<file path="src/radio_signal_pkg.sv">
`default_nettype none

package radio_signal_pkg;

    typedef struct packed {
        logic        overflow;
        logic [15:0] data;
    } adc_sample_t;

    typedef logic [15:0] buf_addr_t;

    typedef struct packed {
        logic      busy;
        buf_addr_t wr_addr;
    } cap_status_t;

    localparam int LED_DUTY_WIDTH = 12;

    typedef struct packed {
        logic                      enable;
        logic [LED_DUTY_WIDTH-1:0] red_duty;
        logic [LED_DUTY_WIDTH-1:0] green_duty;
        logic [LED_DUTY_WIDTH-1:0] blue_duty;
    } led_cfg_t;

    localparam int IRQ_COUNT = 8;

    typedef logic [IRQ_COUNT-1:0] irq_vec_t;

    // Set and clear are single-cycle requests
    typedef struct packed {
        irq_vec_t mask0;    // Drives smc_irq_n
        irq_vec_t mask1;    // Drives dsp_irq_n
        irq_vec_t set_req;
        irq_vec_t clr_req;
    } irq_cfg_t;

endpackage

`default_nettype wire

</file>
<file path="src/irq_ctrl.sv">
`timescale 1ns/1ps
`default_nettype none

module irq_ctrl
    import radio_signal_pkg::*;
(
    input  wire           led_clk,
    input  wire           adc_dpram_rst,
    input  wire irq_vec_t irq_lines,
    input  wire irq_cfg_t cfg,
    output irq_vec_t      irq_state,
    output logic          smc_irq_n,
    output logic          dsp_irq_n
);
    irq_vec_t lines_q;
    irq_vec_t rise;

    // Previous line levels, also tracked during reset
    always_ff @(posedge led_clk)
    begin
        lines_q <= irq_lines;
    end

    assign rise = irq_lines & ~lines_q;

    always_ff @(posedge led_clk)
    begin
        if (adc_dpram_rst)
            irq_state <= '0;
        else
            irq_state <= (irq_state & ~cfg.clr_req) | rise | cfg.set_req;  // Set wins
    end

    // Active low, any masked pending line
    assign smc_irq_n = ~|(irq_state & cfg.mask0);
    assign dsp_irq_n = ~|(irq_state & cfg.mask1);

    a_state_clear_after_reset: assert property (@(posedge led_clk)
        $fell(adc_dpram_rst) |=> irq_state == '0);

endmodule

`default_nettype wire

</file>
<file path="config.mk">
export PLATFORM = sky130hd
export DESIGN_NAME = irq_ctrl
export DESIGN_NICKNAME = d
export VERILOG_FILES = /design/src/radio_signal_pkg.sv /design/src/irq_ctrl.sv
export SDC_FILE = /design/constraint.sdc
export NUM_CORES = 1
export LEC_CHECK = 0
export BUFFER_PORTS_ARGS = -buffer_cell sky130_fd_sc_hd__buf_2
export CORE_MARGIN = 2
export CORE_UTILIZATION = 38
export DETAILED_ROUTE_END_ITERATION = 6
export PLACE_DENSITY = 0.81
export SLEW_MARGIN = 20
export SYNTH_ARGS = -nofsm -noshare
export SYNTH_HDL_FRONTEND = slang
export SYNTH_SLANG_ARGS = --single-unit
</file>
<file path="constraint.sdc">
create_clock -name led_clk -period 1.65 [get_ports led_clk]
set_input_delay 0.2475 -clock led_clk [delete_from_list [all_inputs] [get_ports led_clk]]
set_output_delay 0.2475 -clock led_clk [all_outputs]
set_load 0.05 [all_outputs]
</file>
# After elaboration in Yosys (flattened, before gate mapping)
# Index checks and enable logic that the tools add are counted.
# word_totals
ramBits	0
latchBits	0
out_inout_bits	10
romBits	0
in_bits	42
elab_cells	14
ff_bits	16
memories	0
# classes
bitwise_logic	8
div	0
reduce_logical	4
add_sub_neg	0
n_eq_ne	0
n_lt_le_gt_ge	0
shift	0
muxes	0
mul	0
# op_table
operator	count
$and A8 B8 Y8	4
$not A8 Y8	2
$or A8 B8 Y8	2
$reduce_or A8 Y1	2
$logic_not A1 Y1	2

# Longest topological paths before layout
# depth
ltp_word	4
mapped_depth	2
mapped_depth_nobuf	2

# Worst setup path after synthesis
# No wires, ideal clock.
# synth_timing
path_kind	register to output
from	register irq_state[6]
to	output port dsp_irq_n
stages_incl_launch_ff	3
setup_slack_ns	0.201
required_time_ns	1.402
arrival_ns	1.202
cell_sequence	dfxtp_1 a22oi_1 and4_1
# synth_via
elab_chain_cells	3
# synth_lines
item	line_no	text
start: declaration	irq_ctrl.sv:11	output irq_vec_t irq_state,
start signal: assignment	irq_ctrl.sv:31	irq_state <= (irq_state & ~cfg.clr_req) | rise | cfg.set_req;
$and A8 B8 Y8	irq_ctrl.sv:36	assign dsp_irq_n = ~|(irq_state & cfg.mask1);
$reduce_or A8 Y1	irq_ctrl.sv:36	
$logic_not A1 Y1	irq_ctrl.sv:36	
end: declaration	irq_ctrl.sv:13	output logic dsp_irq_n
# No other way between the ends.

# Worst setup path after layout
# layout_timing
from	register irq_state[6]
to	output port smc_irq_n
# layout_via
elab_chain_cells	3
# layout_lines
item	line_no	text
$and A8 B8 Y8	irq_ctrl.sv:35	assign smc_irq_n = ~|(irq_state & cfg.mask0);
$reduce_or A8 Y1	irq_ctrl.sv:35	
$logic_not A1 Y1	irq_ctrl.sv:35	
end: declaration	irq_ctrl.sv:12	output logic smc_irq_n,
# No other way between the ends.

==> impl_metrics.csv <==
group,metric,value,unit
power,clock_power_share,0.253,
timing,rsz0062_at_grt,"false",
synth,synth_area_leaders,"dfxtp_1 55%, nand2b_1 17%, a22oi_1 10%",
global_routing,antenna_found_initial,0,
timing,post-route-period-util,0.944,
timing,max_slew_margin,0.833,
layout,area_growth,50.2,%
clocking,cts_max_level,1,
timing,slew_violations,0,
placed_design,io_buffers,51,
timing,tightest_slew,252,ps
power,power_leakage,0.000465,uW
timing,min_period,1560,ps
critical_path,path_class,"register to output port",
synth,synthesis.nets,101,
layout,fin_nets,156,
worst_hold_path,whs_endpoint,"lines_q[4]",
placed_design,gp_congestion,0.659,
timing,finalWorstSetupSlack,92.5,ps
power,comb_power_share,0.227,
power,seq_power_share,0.520,
detailed_routing,ant_nets,0,
timing,hold_viol,0,
synth,yosys.area.top_type_share,0.549,
global_routing,first_global_vias,611,
synth,ys_ff_latch,16,
power,power_density,938,mW/mm2
synth,ys_types,7,
die,fp.dieW,43.2,um
worst_hold_path,hp-class,"input port to register",
placed_design,place_ws,377,ps
clocking,cts_tree,"built",
critical_path,r2r_slack,960,ps
clocking,ctsResizeCount,0,
synth,yosysSeqAreaShare,0.549,
layout,drive_gt1_frac,0.482,
detailed_routing,drt_iter0_markers,5,
timing,setup_viol,0,
synth,synth.cell_area,583,um2
synth,yosysTopAreaCell,"dfxtp_1",
clocking,cts_max_path_buffers,2,
detailed_routing,first_pass_iters,2,
critical_path,required,1400,ps
clocking,postCtsHoldBufs,0,
global_routing,grt_start_max_net_pins,9,
timing,fmax,642,MHz
die,dieArea,0.00186,mm2
layout,antennaDiodeCount,0,
detailed_routing,finalWirelength,1490,um
power,switching_share,0.306,
timing,whs,67.9,ps
clocking,root_buffer,"clkbuf_4",
synth,syn_inst,59,
clocking,cts_num_sinks,16,
clocking,numCtsBuffers,3,
synth,syn_avg_cell_area,9.88,um2
global_routing,gr-usage-all-layers,0.188,
power,vdd_ir_drop_max,528,uV
layout,fin_util,0.595,
critical_path,end_kind,"output port",
worst_hold_path,holdPathStages,1,
global_routing,grt_pass1_wl,2500,um
layout,nFillCells,139,
power,p_sw,251,uW
timing,tns,0,ps
detailed_routing,drc,0,
die,die_height,43.2,um
die,rows,14,
detailed_routing,vias_per_cell,4.80,
die,start_util,0.396,
worst_hold_path,holdCritStartpoint,"irq_lines[4]",
critical_path,cp_max_fo,4,
clocking,post_cts_buffers,0,
critical_path,r2r.worst_path.cells,2,
flow_run,maxCapViolCount,0,
critical_path,worst_ep_arrival_time,1310,ps
die,io_pins,52,
critical_path,startpoint_type,"register",
die,core,0.00147,mm2
critical_path,timing.rr.end,"irq_state[1]",
timing,finClkSkew,3.47,ps
global_routing,grt_overflow,0,
clocking,insertion_delay,290,ps
power,finalPower,821,uW
detailed_routing,vias,614,
critical_path,crit_start,"irq_state[6]",
clocking,path_clk_slew,90,ps
detailed_routing,wl_per_cell,11.6,um
status,status,"finished, final reports clean",
critical_path,worstReg2RegStart,"irq_state[1]",
placed_design,place_hpwl,1240,um
synth,yosys_warnings,0,
power,intPower,570,uW
-- area by class of cell --
cell class                 instances  area, um2  area share
clock buffer                       3       22.5      0.0257
tap                               16       20.0      0.0229
timing repair buffer              51        255       0.291
inverter                           8       30.0      0.0343
sequential                        16        320       0.366
multi-input combinational         34        228       0.260
-- worst max-delay path by stage --
stage / to / slack [ps] / cells past startpoint
2_1_floorplan: dsp_irq_n / 200 / 2
3_3_place_gp: smc_irq_n / 370 / 4
3_5_place_dp: smc_irq_n / 380 / 4
4_1_cts: smc_irq_n / 70 / 3
5_1_grt: smc_irq_n / 30 / 3
6_report: smc_irq_n / 90 / 3
-- metrics by stage --
step                      instance area, um2  instances
after global placement                   853        125
final                                    876        128
after detailed placement                 853        125
after CTS                                876        128
after global routing                     876        128
after floorplan                          583         59
-- sequential cells by signal, summed over array words and instances, names as in the netlist --
signal     cells
irq_state      8
lines_q        8
-- cell usage after synthesis --
library cell   n
dfxtp_1       16
inv_1          8
a22oi_1        8
nand2b_1      16
clkbuf_2       1
and4_1         2
a31oi_1        8
-- logic make-up after synthesis --
family,synth area share
flops,0.549
simple gates,0.202
compound gates,0.189
buf+inv,0.0601
-- cells in the final DEF (no fill, tap or decap), drive strengths merged --
cell    synthesis  routed
a31oi           8       8
clkbuf          1       3
buf             0      51
and4            2       2
nand2b         16      16
a22oi           8       8
dfxtp          16      16
inv             8       8
-- routing by layer --
layer  vias up  GRT usage  wire length [um]
met4         0      0.145                49
met1       261      0.218               607
li1        312          -                 -
met5         -          0                 0
met2        36      0.307               701
met3         5     0.0255               129
-- critical path, cell delays in order, from the launching register on --
cell	delay, ps
dfxtp_1	340
a22oi_1	200
and4_1	210
buf_2	260
-- power by group through the flow --
stage / sequential, uW / combinational [uW] / clock, uW
final: 427 / 186 / 207
after global routing: 432 / 201 / 227
after CTS: 428 / 188 / 217
after detailed placement: 436 / 188 / 0
after global placement: 435 / 185 / 0
after floorplan: 484 / 62.1 / 0
Power figures use the tool's default switching activity.
