===== config.mk =====
export PLATFORM = sky130hd
export DESIGN_NAME = ctrl_regs
export DESIGN_NICKNAME = d
export VERILOG_FILES = /design/src/radio_regmap_pkg.sv /design/src/radio_signal_pkg.sv /design/src/ctrl_regs.sv
export SDC_FILE = /design/constraint.sdc
export NUM_CORES = 1
export LEC_CHECK = 0
export BUFFER_PORTS_ARGS = -buffer_cell sky130_fd_sc_hd__buf_2
export CORE_ASPECT_RATIO = 0.8
export CORE_MARGIN = 4
export CORE_UTILIZATION = 44
export DETAILED_ROUTE_END_ITERATION = 6
export GPL_TIMING_DRIVEN = 1
export PLACE_DENSITY = 0.9
export SYNTH_ARGS = -nofsm -noshare
export SYNTH_HDL_FRONTEND = slang
export SYNTH_SLANG_ARGS = --single-unit

===== constraint.sdc =====
create_clock -name led_clk -period 3 [get_ports led_clk]
set_input_delay 0.6 -clock led_clk [delete_from_list [all_inputs] [get_ports led_clk]]
set_output_delay 0.6 -clock led_clk [all_outputs]
set_load 0.03 [all_outputs]

===== src/radio_regmap_pkg.sv =====
`default_nettype none

package radio_regmap_pkg;

    typedef logic [31:0] apb_data_t;
    typedef logic [5:0]  reg_index_t;  // paddr / 4

    typedef struct packed {
        logic       psel;
        logic       penable;
        logic       pwrite;
        logic [7:0] paddr;
        apb_data_t  pwdata;
    } apb_req_t;

    typedef struct packed {
        apb_data_t prdata;
        logic      pready;
        logic      pslverr;
    } apb_rsp_t;

    // Register word indices
    localparam reg_index_t REG_ID         = 6'h00;
    localparam reg_index_t REG_IRQ        = 6'h02;
    localparam reg_index_t REG_LED_CNTRL  = 6'h10;
    localparam reg_index_t REG_RED_DUTY   = 6'h11;
    localparam reg_index_t REG_GREEN_DUTY = 6'h12;
    localparam reg_index_t REG_BLUE_DUTY  = 6'h13;
    localparam reg_index_t REG_CAP_CNTRL  = 6'h20;
    localparam reg_index_t REG_CAP_ADDR   = 6'h21;
    localparam reg_index_t REG_CAP_DATA   = 6'h22;

    localparam apb_data_t RADIO_ID = 32'hA000_0001;

    localparam int IRQ_MASK0_LSB = 0;
    localparam int IRQ_MASK1_LSB = 8;
    localparam int IRQ_STATE_LSB = 16;  // State on read, clear on write
    localparam int IRQ_SET_LSB   = 24;

    localparam int LED_EN_BIT       = 0;
    localparam int CAP_TRIG_BIT     = 0;
    localparam int CAP_AUTO_INC_BIT = 1;
    localparam int CAP_BUSY_BIT     = 2;  // Read only
    localparam int CAP_RD_ADDR_LSB  = 0;
    localparam int CAP_WR_ADDR_LSB  = 16;

endpackage

`default_nettype wire


===== src/radio_signal_pkg.sv =====
`default_nettype none

package radio_signal_pkg;

    typedef struct packed {
        logic        overflow;
        logic [15:0] data;
    } adc_sample_t;

    typedef logic [15:0] buf_addr_t;

    typedef struct packed {
        logic      busy;
        buf_addr_t wr_addr;
    } cap_status_t;

    localparam int LED_DUTY_WIDTH = 12;

    typedef struct packed {
        logic                      enable;
        logic [LED_DUTY_WIDTH-1:0] red_duty;
        logic [LED_DUTY_WIDTH-1:0] green_duty;
        logic [LED_DUTY_WIDTH-1:0] blue_duty;
    } led_cfg_t;

    localparam int IRQ_COUNT = 8;

    typedef logic [IRQ_COUNT-1:0] irq_vec_t;

    // Set and clear are single-cycle requests
    typedef struct packed {
        irq_vec_t mask0;    // Drives smc_irq_n
        irq_vec_t mask1;    // Drives dsp_irq_n
        irq_vec_t set_req;
        irq_vec_t clr_req;
    } irq_cfg_t;

endpackage

`default_nettype wire


===== src/ctrl_regs.sv =====
`timescale 1ns/1ps
`default_nettype none

module ctrl_regs
    import radio_regmap_pkg::*;
    import radio_signal_pkg::*;
#(
    parameter int BUF_ADDR_WIDTH = 12
)
(
    input  wire              led_clk,
    input  wire              adc_dpram_rst,
    input  wire apb_req_t    apb_req,
    input  wire cap_status_t cap_status,
    input  wire adc_sample_t rd_sample,
    input  wire irq_vec_t    irq_state,
    output apb_rsp_t         apb_rsp,
    output irq_cfg_t         irq_cfg,
    output led_cfg_t         led_cfg,
    output logic             cap_trig,
    output buf_addr_t        rd_addr
);
    localparam int DUTY_COUNT = 3;

    reg_index_t index;
    logic       access;
    logic       wr_access;
    logic       rd_access;
    logic       mapped;
    apb_data_t  rdata;

    irq_vec_t                  mask0_q;
    irq_vec_t                  mask1_q;
    logic                      led_en_q;
    logic [LED_DUTY_WIDTH-1:0] duty_q [DUTY_COUNT];
    logic                      auto_inc_q;
    logic [BUF_ADDR_WIDTH-1:0] rd_addr_q;

    assign index     = apb_req.paddr[7:2];
    assign access    = apb_req.psel && apb_req.penable;  // Access phase
    assign wr_access = access && apb_req.pwrite;
    assign rd_access = access && !apb_req.pwrite;

    always_ff @(posedge led_clk)
    begin
        if (adc_dpram_rst)
        begin
            mask0_q    <= '0;
            mask1_q    <= '0;
            led_en_q   <= 1'b0;
            auto_inc_q <= 1'b0;
            rd_addr_q  <= '0;
            for (int i = 0; i < DUTY_COUNT; i++)
                duty_q[i] <= '0;
        end
        else
        begin
            if (wr_access)
            begin
                case (index)
                    REG_IRQ:
                    begin
                        mask0_q <= apb_req.pwdata[IRQ_MASK0_LSB +: IRQ_COUNT];
                        mask1_q <= apb_req.pwdata[IRQ_MASK1_LSB +: IRQ_COUNT];
                    end
                    REG_LED_CNTRL:
                        led_en_q <= apb_req.pwdata[LED_EN_BIT];
                    REG_RED_DUTY:
                        duty_q[0] <= apb_req.pwdata[LED_DUTY_WIDTH-1:0];
                    REG_GREEN_DUTY:
                        duty_q[1] <= apb_req.pwdata[LED_DUTY_WIDTH-1:0];
                    REG_BLUE_DUTY:
                        duty_q[2] <= apb_req.pwdata[LED_DUTY_WIDTH-1:0];
                    REG_CAP_CNTRL:
                        auto_inc_q <= apb_req.pwdata[CAP_AUTO_INC_BIT];
                    REG_CAP_ADDR:
                        rd_addr_q <= apb_req.pwdata[CAP_RD_ADDR_LSB +: BUF_ADDR_WIDTH];
                    default:
                        ;  // ID, data and unmapped writes have no effect
                endcase
            end

            // Step to the next sample once this one is read
            if (rd_access && index == REG_CAP_DATA && auto_inc_q)
                rd_addr_q <= rd_addr_q + 1'b1;
        end
    end

    // Set, clear and trigger pulses come straight from the access cycle
    always_comb
    begin
        irq_cfg.mask0   = mask0_q;
        irq_cfg.mask1   = mask1_q;
        irq_cfg.set_req = '0;
        irq_cfg.clr_req = '0;
        if (wr_access && index == REG_IRQ)
        begin
            irq_cfg.set_req = apb_req.pwdata[IRQ_SET_LSB +: IRQ_COUNT];
            irq_cfg.clr_req = apb_req.pwdata[IRQ_STATE_LSB +: IRQ_COUNT];
        end
    end

    assign cap_trig = wr_access && index == REG_CAP_CNTRL && apb_req.pwdata[CAP_TRIG_BIT];
    assign led_cfg  = '{led_en_q, duty_q[0], duty_q[1], duty_q[2]};
    assign rd_addr  = buf_addr_t'(rd_addr_q);

    always_comb
    begin
        rdata  = '0;
        mapped = 1'b1;
        case (index)
            REG_ID:
                rdata = RADIO_ID;
            REG_IRQ:
            begin
                rdata[IRQ_MASK0_LSB +: IRQ_COUNT] = mask0_q;
                rdata[IRQ_MASK1_LSB +: IRQ_COUNT] = mask1_q;
                rdata[IRQ_STATE_LSB +: IRQ_COUNT] = irq_state;
            end
            REG_LED_CNTRL:
                rdata[LED_EN_BIT] = led_en_q;
            REG_RED_DUTY:
                rdata[LED_DUTY_WIDTH-1:0] = duty_q[0];
            REG_GREEN_DUTY:
                rdata[LED_DUTY_WIDTH-1:0] = duty_q[1];
            REG_BLUE_DUTY:
                rdata[LED_DUTY_WIDTH-1:0] = duty_q[2];
            REG_CAP_CNTRL:
            begin
                rdata[CAP_AUTO_INC_BIT] = auto_inc_q;  // Trigger reads back as zero
                rdata[CAP_BUSY_BIT]     = cap_status.busy;
            end
            REG_CAP_ADDR:
            begin
                rdata[CAP_RD_ADDR_LSB +: $bits(buf_addr_t)] = rd_addr;
                rdata[CAP_WR_ADDR_LSB +: $bits(buf_addr_t)] = cap_status.wr_addr;
            end
            REG_CAP_DATA:
                rdata = apb_data_t'(rd_sample);  // Overflow lands in bit 16
            default:
                mapped = 1'b0;
        endcase
    end

    // No wait states
    assign apb_rsp = '{prdata: rdata, pready: 1'b1, pslverr: access && !mapped};

    a_penable_needs_psel: assert property (@(posedge led_clk) disable iff (adc_dpram_rst)
        apb_req.penable |-> apb_req.psel);

    // Every access phase follows a setup phase
    a_setup_before_access: assert property (@(posedge led_clk) disable iff (adc_dpram_rst)
        access |-> $past(apb_req.psel && !apb_req.penable));

endmodule

`default_nettype wire


### Word-level counts from Yosys, hierarchy flattened

Memories as Yosys holds them, arrays and structs flattened.
Cells that the tools add are included.

* output and inout port bits: 120
* logic and storage cells: 64
* memory bits (writable): 36
* register bits after elaboration: 30
* memories: 1
* bits of input ports: 87

* $add $sub $neg: 1
* bitwise logic cells: 3
* mux-type cells: 27
* eq/ne operators: 8
* reductions and logical operators: 19

Memory list
* duty_q: depth 3, width 12, read ports 3, clocked after memory_dff 0, write ports 3, RTL line ctrl_regs.sv:35 `logic [LED_DUTY_WIDTH-1:0] duty_q [DUTY_COUNT];`

Operators with widths (count)
* $mux 12: 6
* $pmux 9 s6: 1
* $pmux 12 s3: 1
* $eq 6x5->1 const B: 4
* $eq 6x6->1 const B: 3
* $mux 16: 1
* $pmux 8 s2: 1
* $mux 1: 15
* $pmux 2 s7: 1
* $add 12x1->12 const B: 1
* $logic_and 1x1->1: 9
* $reduce_or 9->1: 1
* $pmux 1 s8: 1
* $reduce_and 2->1: 4
* $eq 6x2->1 const B: 1
* $logic_not 6->1: 1
* $reduce_bool 2->1: 2
* $or 1x1->1: 3
* $logic_not 1->1: 2

### Longest topological paths before layout

* depth in word-level cells: 6
* gate-level depth with buffers: 7
* mapped depth without buffers: 5

### Worst setup path before layout

No wires, ideal clock.

* path type: input to output
* from: in apb_req[34] (netlist bit)
* to: out apb_rsp[3] (netlist bit)
* data required time: 2.400 ns
* path buffers: 2
* stages on the path: 6
* arrival: 2.346 ns
* path slack: 0.054 ns
* cell sequence: or4b_1 > buf_2 > nor3_1 > clkbuf_1 > a22oi_1 > nand3_1

RTL lines
* start: declaration: RTL line ctrl_regs.sv:13 `input wire apb_req_t apb_req,`
* end: declaration: RTL line ctrl_regs.sv:17 `output apb_rsp_t apb_rsp,`

==> results.cfg <==
[worst_setup_path]
crit_path_frequent_cell = buf_2
startpoint_type = primary input
ff2ff_path_depth = 4
critPathCaptureType = primary output
path_depth = 7
critPathArrivalTime_ns = 2.33
cp_max_fo = 9
path_cells = buf_2, or4b_2, nor2_2, buf_4, a22oi_1, nand3_1, buf_2
crit_type = in -> out
critPathTopFamily = simple AND/OR/NAND/NOR gates
slowest_stage = or4b_2
crit_buf_inv = 3
cpPeakStageDelay_ns = 0.77
required_ns = 2.40

[floorplanning]
rows = 28
fp.dieW_um = 107
die_h_um = 87.2
start_util = 0.460
io_pins = 207
die_area_mm2 = 0.00933
fp.coreArea_mm2 = 0.00750

[synthesis]
synth_warnings = 0
syn_area_mm2 = 0.00345
synth_edf_count = 36
synth_common_cells = nand2_1, edfxtp_1, and2_1, a22oi_1, dfxtp_1
async_reset_ff_frac = 0
yosysTopAreaCell = edfxtp_1
yosysSeqAreaShare = 0.488
synth_top_area_frac = 0.313
yosys_register_bits = 66
synthTopCellsByArea = edfxtp_1, dfxtp_1, a22oi_1
synth_flop_cell = edfxtp_1
ys_types = 45
syn_inst = 362
avgSynthCellArea_um2 = 9.53
synth_most_common_cell = nand2_1

[grt]
grt_pass1_wl_um = 20400
grt_max_degree = 36
grt_use_total = 0.286
antenna_found_initial = 0
grt-ovfl-total = 0
grt_pass1_vias = 3886

[timing]
hold_viol_final = 0
tightest_slew_ns = 1.44
period_share = 0.978
timing.fmax_mhz = 341
setup_ws_ns = 0.0662
slew_headroom = 0.0294
setup_viol = 0
finalClockSkew_ns = 0.00869
drv_slew = 0
period_needed_ns = 2.93

[power_and_ir_drop]
combinationalPowerShare = 0.126
powerDensity_mw_per_mm2 = 412
power_frac_seq = 0.493
leakagePower_nw = 2.24
power.total_mw = 2.01
p_switching_mw = 0.561
p_int_mw = 1.45
p_sw_frac = 0.279
vdd_drop_max_uv = 302
pwr-share-clk = 0.381

[finish]
area_growth_pct = 41.4
seq_area_mm2 = 0.00168
fill_cells = 655
drive_gt1_frac = 0.426
final_nets = 654
antenna_cells = 0
stdcell_count = 676
multi_input_area_mm2 = 0.00164

[clock_tree]
tritoncts = done
htree_num_levels = 3
cts_root_buffer = clkbuf_8
clockBufferDepth = 2
clock-sinks = 66
path_clk_slew_ns = 0.07
numCtsBuffers = 9
clkLatencyLatePin_ns = 0.35
cts_hold_buf = 0

[placement]
numPlacedInstances = 660
pre_cts_ws_ns = 0.0916
gp_congestion = 0.872
dp_hpwl_um = 10100
portBuffers = 199

[detailed_routing]
antenna_left = 0
first_iter_violations = 280
num_vias = 3875
remaining_drc_errors = 0
drt-total-wl_um = 13500
post_drt_via_cell_ratio = 5.73
dr.pass1.iters = 5
wire_per_inst_um = 19.9

[hold_path]
whs_path_depth = 2
hold_class = reg -> reg

[status]
status = finished, final reports clean

[run]
cap_violations = 0
==> power groups by stage <==
stage                     registers, mW  clock network, mW  logic, mW
after detailed placement           1.01                  0      0.250
after global routing              0.995              0.819      0.268
after CTS                         0.991              0.771      0.251
after floorplan                    1.07                  0     0.0697
final                             0.992              0.765      0.253
after global placement             1.01                  0      0.246
==> final timing paths <==
check / startpoint / endpoint / slack [ns]
min reg2reg: mask0_q[6] / mask0_q[6] / 0.48
max reg2reg: auto_inc_q / rd_addr_q[8] / 1.10
max: apb_req[35] / apb_rsp[9] / 0.07
min: mask0_q[6] / mask0_q[6] / 0.48
==> cell families after synthesis <==
logic type | count (synthesis) | synth area share
adder cells (fa/ha/maj) | 1 | 0.00363
AO/OA/AOI/OAI | 93 | 0.196
multiplexers | 6 | 0.0174
buffers and inverters | 35 | 0.0457
other | 2 | 0.00218
flip-flops | 66 | 0.488
AND/OR/NAND/NOR | 159 | 0.247
==> what timing repair did <==
item                                    4_1_cts  5_1_grt
setup buffers                                 0        0
endpoints found under the setup margin        0        4
gates resized for setup                       0        2
==> tightest hold or removal path: stages (launching register included) <==
cell and delay (ns):
dfxtp_1 0.32, nand2_1 0.05, a21oi_1 0.05
==> sequential cells by signal, indices dropped and copies added (netlist names) <==
register    count
led_en_q        1
mask0_q         8
duty_q         36
mask1_q         8
auto_inc_q      1
rd_addr_q      12
==> metrics by stage <==
stage | hold slack (ns) | util | cell area [µm²] | TNS, ns
after detailed placement | 0.462 | 0.622 | 4670 | 0
final | 0.477 | 0.651 | 4880 | 0
after CTS | 0.477 | 0.650 | 4870 | 0
after floorplan | 0.488 | - | 3460 | 0
after global routing | 0.499 | 0.651 | 4880 | -0.00143
after global placement | 0.457 | 0.622 | 4670 | 0
==> routing by layer <==
| layer | part of all wire | GRT usage | vias to the layer above | wire [µm] |
|---|---|---|---|---|
| met1 | 0.38 | 0.356 | 1797 | 5140 |
| met2 | 0.48 | 0.486 | 284 | 6400 |
| met3 | 0.11 | 0.0749 | 34 | 1540 |
| met4 | 0.027 | 0.0976 | 0 | 362 |
| li1 | - | - | 1760 | - |
| met5 | 0 | 0 | - | 0 |
==> cell type report <==
class | count | area share
Timing Repair Buffer | 221 | 0.248
Inverter | 4 | 0.00308
Clock inverter | 7 | 0.0162
Sequential cell | 66 | 0.345
Clock buffer | 9 | 0.0254
Multi-Input combinational cell | 264 | 0.335
Tap cell | 105 | 0.0269
==> cell usage in the layout (no fill, tap or decap), types with 9 or more instances in the layout <==
cell type | Yosys | layout
a21oi_1 | 19 | 19
dfxtp_1 | 30 | 30
a22o_1 | 11 | 11
a22oi_1 | 33 | 33
nand2_1 | 43 | 43
nor2_1 | 15 | 13
nand3_1 | 19 | 19
and2_1 | 34 | 34
edfxtp_1 | 36 | 36
buf_2 | 3 | 199
buf_4 | 6 | 18
clkbuf_8 | 0 | 9
Power figures use the tool's default switching activity.
