===== config.mk =====
export PLATFORM = sky130hd
export DESIGN_NAME = adc_capture
export DESIGN_NICKNAME = d
export VERILOG_FILES = /design/src/radio_signal_pkg.sv /design/src/adc_capture.sv
export SDC_FILE = /design/constraint.sdc
export NUM_CORES = 1
export LEC_CHECK = 0
export BUFFER_PORTS_ARGS = -buffer_cell sky130_fd_sc_hd__clkbuf_2
export CORE_MARGIN = 1.5
export CORE_UTILIZATION = 40
export CTS_BUF_LIST = sky130_fd_sc_hd__clkbuf_8 sky130_fd_sc_hd__clkbuf_16
export CTS_CLUSTER_DIAMETER = 120
export DETAILED_ROUTE_END_ITERATION = 12
export GPL_TIMING_DRIVEN = 0
export PLACE_DENSITY = 0.76
export REMOVE_ABC_BUFFERS = 1
export SETUP_SLACK_MARGIN = 0.15
export SYNTH_ARGS = -nofsm -noshare
export SYNTH_HDL_FRONTEND = slang
export SYNTH_SLANG_ARGS = --single-unit

===== constraint.sdc =====
create_clock -name led_clk -period 1.8 [get_ports led_clk]
set_clock_uncertainty 0.05 [all_clocks]
set_input_delay 0.09 -clock led_clk [delete_from_list [all_inputs] [get_ports led_clk]]
set_output_delay 0.09 -clock led_clk [all_outputs]
set_load 0.01 [all_outputs]

===== src/radio_signal_pkg.sv =====
`default_nettype none

package radio_signal_pkg;

    typedef struct packed {
        logic        overflow;
        logic [15:0] data;
    } adc_sample_t;

    typedef logic [15:0] buf_addr_t;

    typedef struct packed {
        logic      busy;
        buf_addr_t wr_addr;
    } cap_status_t;

    localparam int LED_DUTY_WIDTH = 12;

    typedef struct packed {
        logic                      enable;
        logic [LED_DUTY_WIDTH-1:0] red_duty;
        logic [LED_DUTY_WIDTH-1:0] green_duty;
        logic [LED_DUTY_WIDTH-1:0] blue_duty;
    } led_cfg_t;

    localparam int IRQ_COUNT = 8;

    typedef logic [IRQ_COUNT-1:0] irq_vec_t;

    // Set and clear are single-cycle requests
    typedef struct packed {
        irq_vec_t mask0;    // Drives smc_irq_n
        irq_vec_t mask1;    // Drives dsp_irq_n
        irq_vec_t set_req;
        irq_vec_t clr_req;
    } irq_cfg_t;

endpackage

`default_nettype wire


===== src/adc_capture.sv =====
`timescale 1ns/1ps
`default_nettype none

module adc_capture
    import radio_signal_pkg::*;
#(
    parameter int BUF_ADDR_WIDTH = 12
)
(
    input  wire         led_clk,
    input  wire         adc_dpram_rst,
    input  wire  [15:0] adc_data,
    input  wire         adc_of,
    input  wire         trig,
    output logic        adc_clk_en,
    output logic        wr_en,
    output buf_addr_t   wr_addr,
    output adc_sample_t wr_sample,
    output cap_status_t status
);
    localparam int DEPTH = 1 << BUF_ADDR_WIDTH;

    adc_sample_t               sample_q;
    logic                      busy_q;
    logic [BUF_ADDR_WIDTH-1:0] fill_cnt;

    // Pin sampling, one cycle to the buffer input
    always_ff @(posedge led_clk)
    begin
        sample_q <= '{overflow: adc_of, data: adc_data};
    end

    always_ff @(posedge led_clk)
    begin
        if (adc_dpram_rst)
        begin
            adc_clk_en <= 1'b0;
            busy_q     <= 1'b0;
            fill_cnt   <= '0;
        end
        else
        begin
            adc_clk_en <= 1'b1;
            if (!busy_q)
            begin
                fill_cnt <= '0;
                if (trig)
                    busy_q <= 1'b1;  // Ignored while a fill runs
            end
            else
            begin
                fill_cnt <= fill_cnt + 1'b1;
                if (&fill_cnt)
                    busy_q <= 1'b0;  // Last address written
            end
        end
    end

    assign wr_en     = busy_q;
    assign wr_addr   = buf_addr_t'(fill_cnt);
    assign wr_sample = sample_q;
    assign status    = '{busy: busy_q, wr_addr: wr_addr};

    a_wr_addr_in_range: assert property (@(posedge led_clk) disable iff (adc_dpram_rst)
        wr_en |-> 32'(wr_addr) < DEPTH);

endmodule

`default_nettype wire


==> After elaboration in Yosys (flattened, before gate mapping) <==
Cells that the tools add are included.
{ "totals": {"register_bits": 31, "latch_bits": 0, "mem_bits_rw": 0, "mem_bits_ro": 0, "input_bits": 20, "output_inout_bits": 52, "word_cells": 13, "n_memories": 0} }
{ "op_classes": {"n_addsub": 1, "mul": 0, "n_div": 0, "order_cmp": 0, "eq_ne": 0, "shifts": 0, "mux": 4, "bitwise": 1, "reduce_logical": 2} }
{ "op_table": {"columns": ["cell", "n"], "rows": [
  ["$add 12x1->12 const B", 1],
  ["$reduce_and 12->1", 1],
  ["$mux 1", 4],
  ["$reduce_or 2->1", 1],
  ["$not 1->1", 1]
]} }

==> Logic depth before layout (Yosys ltp) <==
Gate-level depths: netlist of run 1.
{ "depth": {"word_depth": 3, "depth_mapped": 4, "mapped_depth_nobuf": 4} }

==> Worst setup path after synthesis of run 1 <==
Ideal clock, no wire load.
{ "synth_timing": {"path_type": "flip-flop to flip-flop", "from": "reg fill_cnt[0]", "to": "reg fill_cnt[10]", "setup_ns": 0.072, "t_arrival_ns": 1.414, "path_slack_ns": 0.264, "path_stages_with_launch": 5, "synth_period_minus_slack_ns": 1.536, "path_cell_list": "dfxtp_1 > ha_1 > nand3_2 > or4_1 > a21oi_1"} }
{ "synth_via": {"elab_chain_cells": 1} }
{ "synth_lines": {"columns": ["element", "line_no", "text"], "rows": [
  ["from (decl)", "adc_capture.sv:25", "logic [BUF_ADDR_WIDTH-1:0] fill_cnt;"],
  ["from (signal assigned)", "adc_capture.sv:52", "fill_cnt <= fill_cnt + 1'b1;"],
  ["$add 12x1->12", "adc_capture.sv:52", null]
]} }
No other way between the ends.
A chain may end at the register's enable or synchronous reset.

==> Worst setup path in the final report of run 1 <==
Ends and elaborated chain as after synthesis.

==> summary.md, run 1 <==
| Metric | Value |
|---|---|
| Status | `completed` |
| Met2 Resource Use GR | `0.3552` |
| Most common cell after layout, fill and taps aside | `clkbuf_2` |
| Hpwl dp | `1682 um` |
| Initial Util | `0.4289` |
| Clock latency on the worst-skew pair | `0.28 ns` |
| CTS H-tree lvls | `2` |
| DR DRC count | `0` |
| Routed vias/inst | `4.624` |
| Chip width | `54.78 um` |
| Number of max-cap violations | `0` |
| Pwr per Cell Area | `879.6 nW/um^2` |
| Clock transition at path regs | `0.06 ns` |
| LEAKAGE | `0.7364 nW` |
| Detailed-route via count | `948` |
| Mapped Cells | `101` |
| CTS sink cnt | `31` |
| Syn Std Cell Area | `1072 um^2` |
| Grt met1 use | `0.2040` |
| Diodes inserted | `0` |
| Root Driver | `clkbuf_8` |
| Antenna violations before repair | `0` |
| CP max FO | `8` |
| Die Span Y | `54.78 um` |
| Routed wire length | `2800 um` |
| Share of cells above drive strength 1 | `0.4343` |
| Fin nets | `196` |
| Post-CTS Setup Repair Bufs | `0` |
| Core area | `2500 um^2` |
| Crit start category | `register` |
| Vias in the first global route | `879` |
| Gr ovfl total | `0` |
| Max Root-Sink Buffers | `2` |
| Share of the synthesized area in the top cell type | `0.5788` |
| Area Overhead vs Synth | `46.09%` |
| DIE AREA | `3000 um^2` |
| GRT Total Usage | `0.2022` |
| Setup crit end kind | `register` |
| I/O pin count | `72` |
| Clock buffer count from CTS | `5` |
| RD Place Congestion | `0.6583` |
| Hold/Removal Path Class | `primary input to register` |
| Top cells by area, synth | `dfxtp_1 58%, buf_4 15%, a21oi_1 3.3%` |
| Finish-stage setup viols | `0` |
| Fmax | `639.3 MHz` |
| Final ANT Viol Nets | `0` |
| Most frequent cells in the layout | `63 x clkbuf_2, 29 x dfxtp_1, 18 x dlygate4sd3_1` |
| Post-Syn Area per Cell | `10.62 um^2` |
| Crit path kind | `register to register` |
| Core Util, Final | `0.6266` |
| Final Hold Viols | `0` |
| Setup_tns | `0 ns` |
| Met3 Use GR | `0.07650` |
| Critical Path RT | `1.96 ns` |
| Sequential area share after synthesis | `0.5788` |
| First-pass GRT wire length | `4050 um` |
| Largest net degree at the start of global routing | `11` |
| First drt pass iteration count | `4` |
| Largest area contributor in the netlist | `dfxtp_1` |
| Yosys warnings | `0` |
| FF+latch count, synth | `31` |
| Wire per inst | `13.66 um` |
| Maximum VDD drop | `893.4 uV` |
| GR peak layer | `met2` |
| PortBufs | `63` |
| Yosys cell types | `22` |
| Site Rows | `18` |
| Post-route clock period utilization | `0.8691` |
| RSZ-0062 raised after global routing | `false` |
| Pins Over Slew Limit | `0` |
| Critical path arrival | `1.72 ns` |
| DRT iter0 DRCs | `11` |
| Final min period | `1.564 ns` |
| CTS tree | `yes` |
sequential cells by signal, indices dropped and copies added, names as in the netlist:
signal      cells
wr_sample      17
fill_cnt       12
adc_clk_en      1
wr_en           1
cell type report:
class | count | area (um^2)
fillers | 198 | 933.4
flip-flops and latches | 31 | 623.1
repair buffers | 81 | 495.5
multi-input cells | 54 | 315.3
clock buffers | 6 | 82.58
well taps | 30 | 37.54
inverters | 2 | 7.507
clock inverters | 1 | 5.005
layer usage:
layer | routed length, um | up-vias
li1 | - | 463
met1 | 996 | 429
met2 | 1522 | 48
met3 | 207 | 8
met4 | 74 | 0
met5 | 0 | -
cell usage after synthesis:
master	number
nand3_1	2
ha_1	1
nor4_1	1
xor2_1	1
a21oi_1	7
nand3_2	2
xnor2_1	2
o21ai_0	4
nand2_1	5
buf_4	21
and2_1	2
inv_1	2
nor2_1	4
nor3_1	1
or3_1	4
nand4_2	1
nor2b_1	1
nand4_1	2
o31ai_1	3
dfxtp_1	31
conb_1	1
or4_1	3
logic make-up (layout without fill, tap and decap cells):
kind of cell             count (synthesis)  in the layout  synth area share
buffers and inverters                   23             90            0.1540
AO/OA/AOI/OAI                           14             14           0.07234
other                                    1              8          0.003497
XOR/XNOR                                 3              3           0.02451
AND/OR/NAND/NOR                         28             28            0.1552
flip-flops                              31             31            0.5788
adder cells (fa/ha/maj)                  1              1           0.01167
what timing repair did:
item / in CTS / in global routing
setup endpoints to repair: 0 / 1
endpoints found under the hold margin: 19 / 0
hold buffers: 18 / 0
gates resized for setup: 0 / 3
power breakdown:
part | leakage [nW] | switching, W | total, W | internal (W)
combinational | 0.431 | 0.0000521 | 0.000112 | 0.0000602
clock | 0.0470 | 0.000243 | 0.000542 | 0.000299
sequential | 0.258 | 0.0000118 | 0.000723 | 0.000712
total | 0.736 | 0.000307 | 0.00138 | 0.00107
worst max-delay path, cell delays in order (launching register included):
cell and delay, ns:
dfxtp_2 0.39, ha_2 0.23, nand3_2 0.16, or4_1 0.51
a21oi_1 0.15
path summary, 6_finish.rpt:
| kind | startpoint | endpoint | slack (ns) | cells past startpoint |
|---|---|---|---|---|
| setup / recovery | fill_cnt[0] | fill_cnt[10] | 0.24 | 4 |
| hold / removal | trig | wr_en | 0.05 | 3 |
| setup reg to reg | fill_cnt[0] | fill_cnt[10] | 0.24 | 4 |
| hold reg to reg | fill_cnt[0] | fill_cnt[0] | 0.43 | 1 |
per-stage QoR:
stage,power (W),instance area [um^2],setup WS [ns],hold WS [ns],instances
2_1_floorplan,0.0007646,940.9,0.1972,0.06772,87
3_3_place_gp,0.0008111,1294,0.2568,0.1426,180
3_5_place_dp,0.0008143,1294,0.1935,0.1439,180
4_1_cts,0.001375,1562,0.1819,0.01616,205
5_1_grt,0.001426,1567,0.1768,0.1061,205
6_report,0.001378,1567,0.2357,0.05331,205
Note: power is estimated with default switching activity, not from simulation.
==> run 2, diff against run 1 <==
--- a/config.mk
+++ b/config.mk
@@ -12,6 +12,7 @@
 export CTS_CLUSTER_DIAMETER = 120
 export DETAILED_ROUTE_END_ITERATION = 12
 export GPL_TIMING_DRIVEN = 0
+export MAX_ROUTING_LAYER = met4
 export PLACE_DENSITY = 0.76
 export REMOVE_ABC_BUFFERS = 1
 export SETUP_SLACK_MARGIN = 0.15
==> run 2 against run 1 <==
Critical path depth is the same. Combinational power is essentially flat. Sequential share of layout area is the same. Via count grew 1.1%. Largest power group unchanged. Critical path type unchanged. Non-clock buffer count is the same. Clock-buffer cell count is the same. Sequential cell count is the same. Fmax is essentially flat.
==> summary.md, run 2 (synthesis results as in run 1) <==
| Metric | Value |
|---|---|
| DRT iter0 DRCs | `10 (-1)` |
| I/O pin count | `72 (unchanged)` |
| Max FFs per register | `17 (unchanged)` |
| Routed wire length | `2800 um (unchanged)` |
| Status | `completed` |
| WHS | `0.05465 ns (+0.001338 ns)` |
| First-pass GRT wire length | `4064 um (+0.35%)` |
| Hpwl dp | `1682 um (unchanged)` |
| Fmax | `639.7 MHz (about the same)` |
| Maximum VDD drop | `891.0 uV (-0.27%)` |
| Post-route clock period utilization | `0.8684 (about the same)` |
| Crit path kind | `register to register` |
| Diodes inserted | `0 (unchanged)` |
| Vias in the first global route | `874 (-0.57%)` |
| Most frequent cells in the layout | `63 x clkbuf_2, 29 x dfxtp_1, 18 x dlygate4sd3_1` |
| Core area | `2500 um^2 (unchanged)` |
| Area of the multi-input gates | `315.3 um^2 (unchanged)` |
| Wire per inst | `13.66 um (unchanged)` |
| Flop pwr share | `0.524 (about the same)` |
| CTS H-tree lvls | `2 (unchanged)` |
| Top layer in use | `met4` |
| Fillcell total | `198 (unchanged)` |
| Pins Over Slew Limit | `0 (unchanged)` |
| RD Place Congestion | `0.6644 (+0.93%)` |
| Worst path max stage delay | `0.51 ns (about the same)` |
| Clock buffer count from CTS | `5 (unchanged)` |
| DIE AREA | `3000 um^2 (unchanged)` |
| Critical path arrival | `1.72 ns (about the same)` |
| CTS sink cnt | `31 (unchanged)` |
| Worst path slowest cell | `or4_1` |
| First drt pass iteration count | `4 (unchanged)` |
| Die Span Y | `54.78 um (unchanged)` |
| Share of cells above drive strength 1 | `0.4343 (unchanged)` |
| Routed vias/inst | `4.673 (+1.1%)` |
| Finish-stage setup viols | `0 (unchanged)` |
| WP buf/inv | `0 (unchanged)` |
| Crit-path cells | `ha_2, nand3_2, or4_1, a21oi_1` |
| Number of max-cap violations | `0 (unchanged)` |
| Most common cell after layout, fill and taps aside | `clkbuf_2` |
| LEAKAGE | `0.7364 nW (unchanged)` |
| Pwr per Cell Area | `880.7 nW/um^2 (+0.13%)` |
| Cell family with most CP delay | `simple AND/OR/NAND/NOR gates` |
| Antenna violations before repair | `0 (unchanged)` |
| Max Root-Sink Buffers | `2 (unchanged)` |
| Hold/Removal Path Class | `primary input to register` |
| Initial Util | `0.4289 (unchanged)` |
| Comb pwr share | `0.081 (about the same)` |
| Site Rows | `18 (unchanged)` |
| FF/Latch Area | `623.1 um^2 (unchanged)` |
| Root Driver | `clkbuf_8` |
| Sw Ratio | `0.2237 (+0.0009717)` |
| Switching power | `0.0003086 W (+0.56%)` |
| Clock transition at path regs | `0.06 ns (about the same)` |
| P_int | `0.001071 W (about the same)` |
| CP max FO | `8 (unchanged)` |
| Chip width | `54.78 um (unchanged)` |
| Final min period | `1.563 ns (-0.001133 ns)` |
| GRT Total Usage | `0.2085 (+0.006285)` |
| Gr ovfl total | `0 (unchanged)` |
| Metal-1 WL | `976 um (-2.0%)` |
| Fin nets | `196 (unchanged)` |
| Detailed-route via count | `958 (+1.1%)` |
| Critical Path RT | `1.96 ns (about the same)` |
| Metal3 WL | `209 um (+0.97%)` |
| RSZ-0062 raised after global routing | `false` |
| Setup crit end kind | `register` |
| Final ANT Viol Nets | `0 (unchanged)` |
| Largest net degree at the start of global routing | `11 (unchanged)` |
| Crit start category | `register` |
| DR DRC count | `0 (unchanged)` |
| Area Overhead vs Synth | `46.09% (unchanged)` |
| Post-CTS Setup Repair Bufs | `0 (unchanged)` |
| Clock power share | `0.394 (about the same)` |
| Setup_tns | `0 ns (unchanged)` |
| WL met2 | `1539 um (+1.1%)` |
| Final Hold Viols | `0 (unchanged)` |
| Clock latency on the worst-skew pair | `0.28 ns (about the same)` |
| CTS tree | `yes` |
| PortBufs | `63 (unchanged)` |
run 2: repair_timing:
item | 4_1_cts | 5_1_grt
hold buffers | 18 | 0
hold endpoints to repair | 19 | 0
gates resized for setup | 0 | 3
endpoints found under the setup margin | 0 | 1
run 2: layout make-up:
type,instances,share of cell area
clock buffers,6,0.05272
clock inverters,1,0.003195
inverters,2,0.004792
multi-input cells,54,0.2013
flip-flops and latches,31,0.3978
well taps,30,0.02396
repair buffers,81,0.3163
run 2: per-layer routing:
layer	GRT usage	up-vias
li1	-	464
met1	0.2091	435
met2	0.3552	51
met3	0.07104	8
met4	0.1083	0
met5	-	-
run 2: worst min-delay path: stages:
cell,delay (ns)
clkbuf_2,0.08
nor2_1,0.10
nor3_1,0.06
run 2: metrics by stage:
| stage | std cells | util | total power (W) | setup slack [ns] | cell area (um^2) |
|---|---|---|---|---|---|
| floorplan | 87 | - | 0.0007646 | 0.1972 | 940.9 |
| global placement | 180 | 0.5175 | 0.0008111 | 0.2568 | 1294 |
| detailed placement | 180 | 0.5175 | 0.0008143 | 0.1935 | 1294 |
| CTS | 205 | 0.6246 | 0.001375 | 0.1819 | 1562 |
| global route | 205 | 0.6266 | 0.001426 | 0.1765 | 1567 |
| finish | 205 | 0.6266 | 0.001380 | 0.2368 | 1567 |
run 2: power groups by stage:
stage                     Clock, W  Combinational (W)  Sequential [W]
after floorplan                  0          0.0000138        0.000751
after global placement           0          0.0000756        0.000735
after detailed placement         0          0.0000776        0.000737
after CTS                 0.000545           0.000109        0.000722
after global routing      0.000578           0.000122        0.000726
final                     0.000544           0.000112        0.000723
run 2: final timing paths:
path | from | to | slack [ns] | cells past startpoint
worst min register to register | fill_cnt[0] | fill_cnt[0] | 0.43 | 1
worst min-delay path | trig | wr_en | 0.05 | 3
worst max register to register | fill_cnt[0] | fill_cnt[10] | 0.24 | 4
worst max-delay path | fill_cnt[0] | fill_cnt[10] | 0.24 | 4
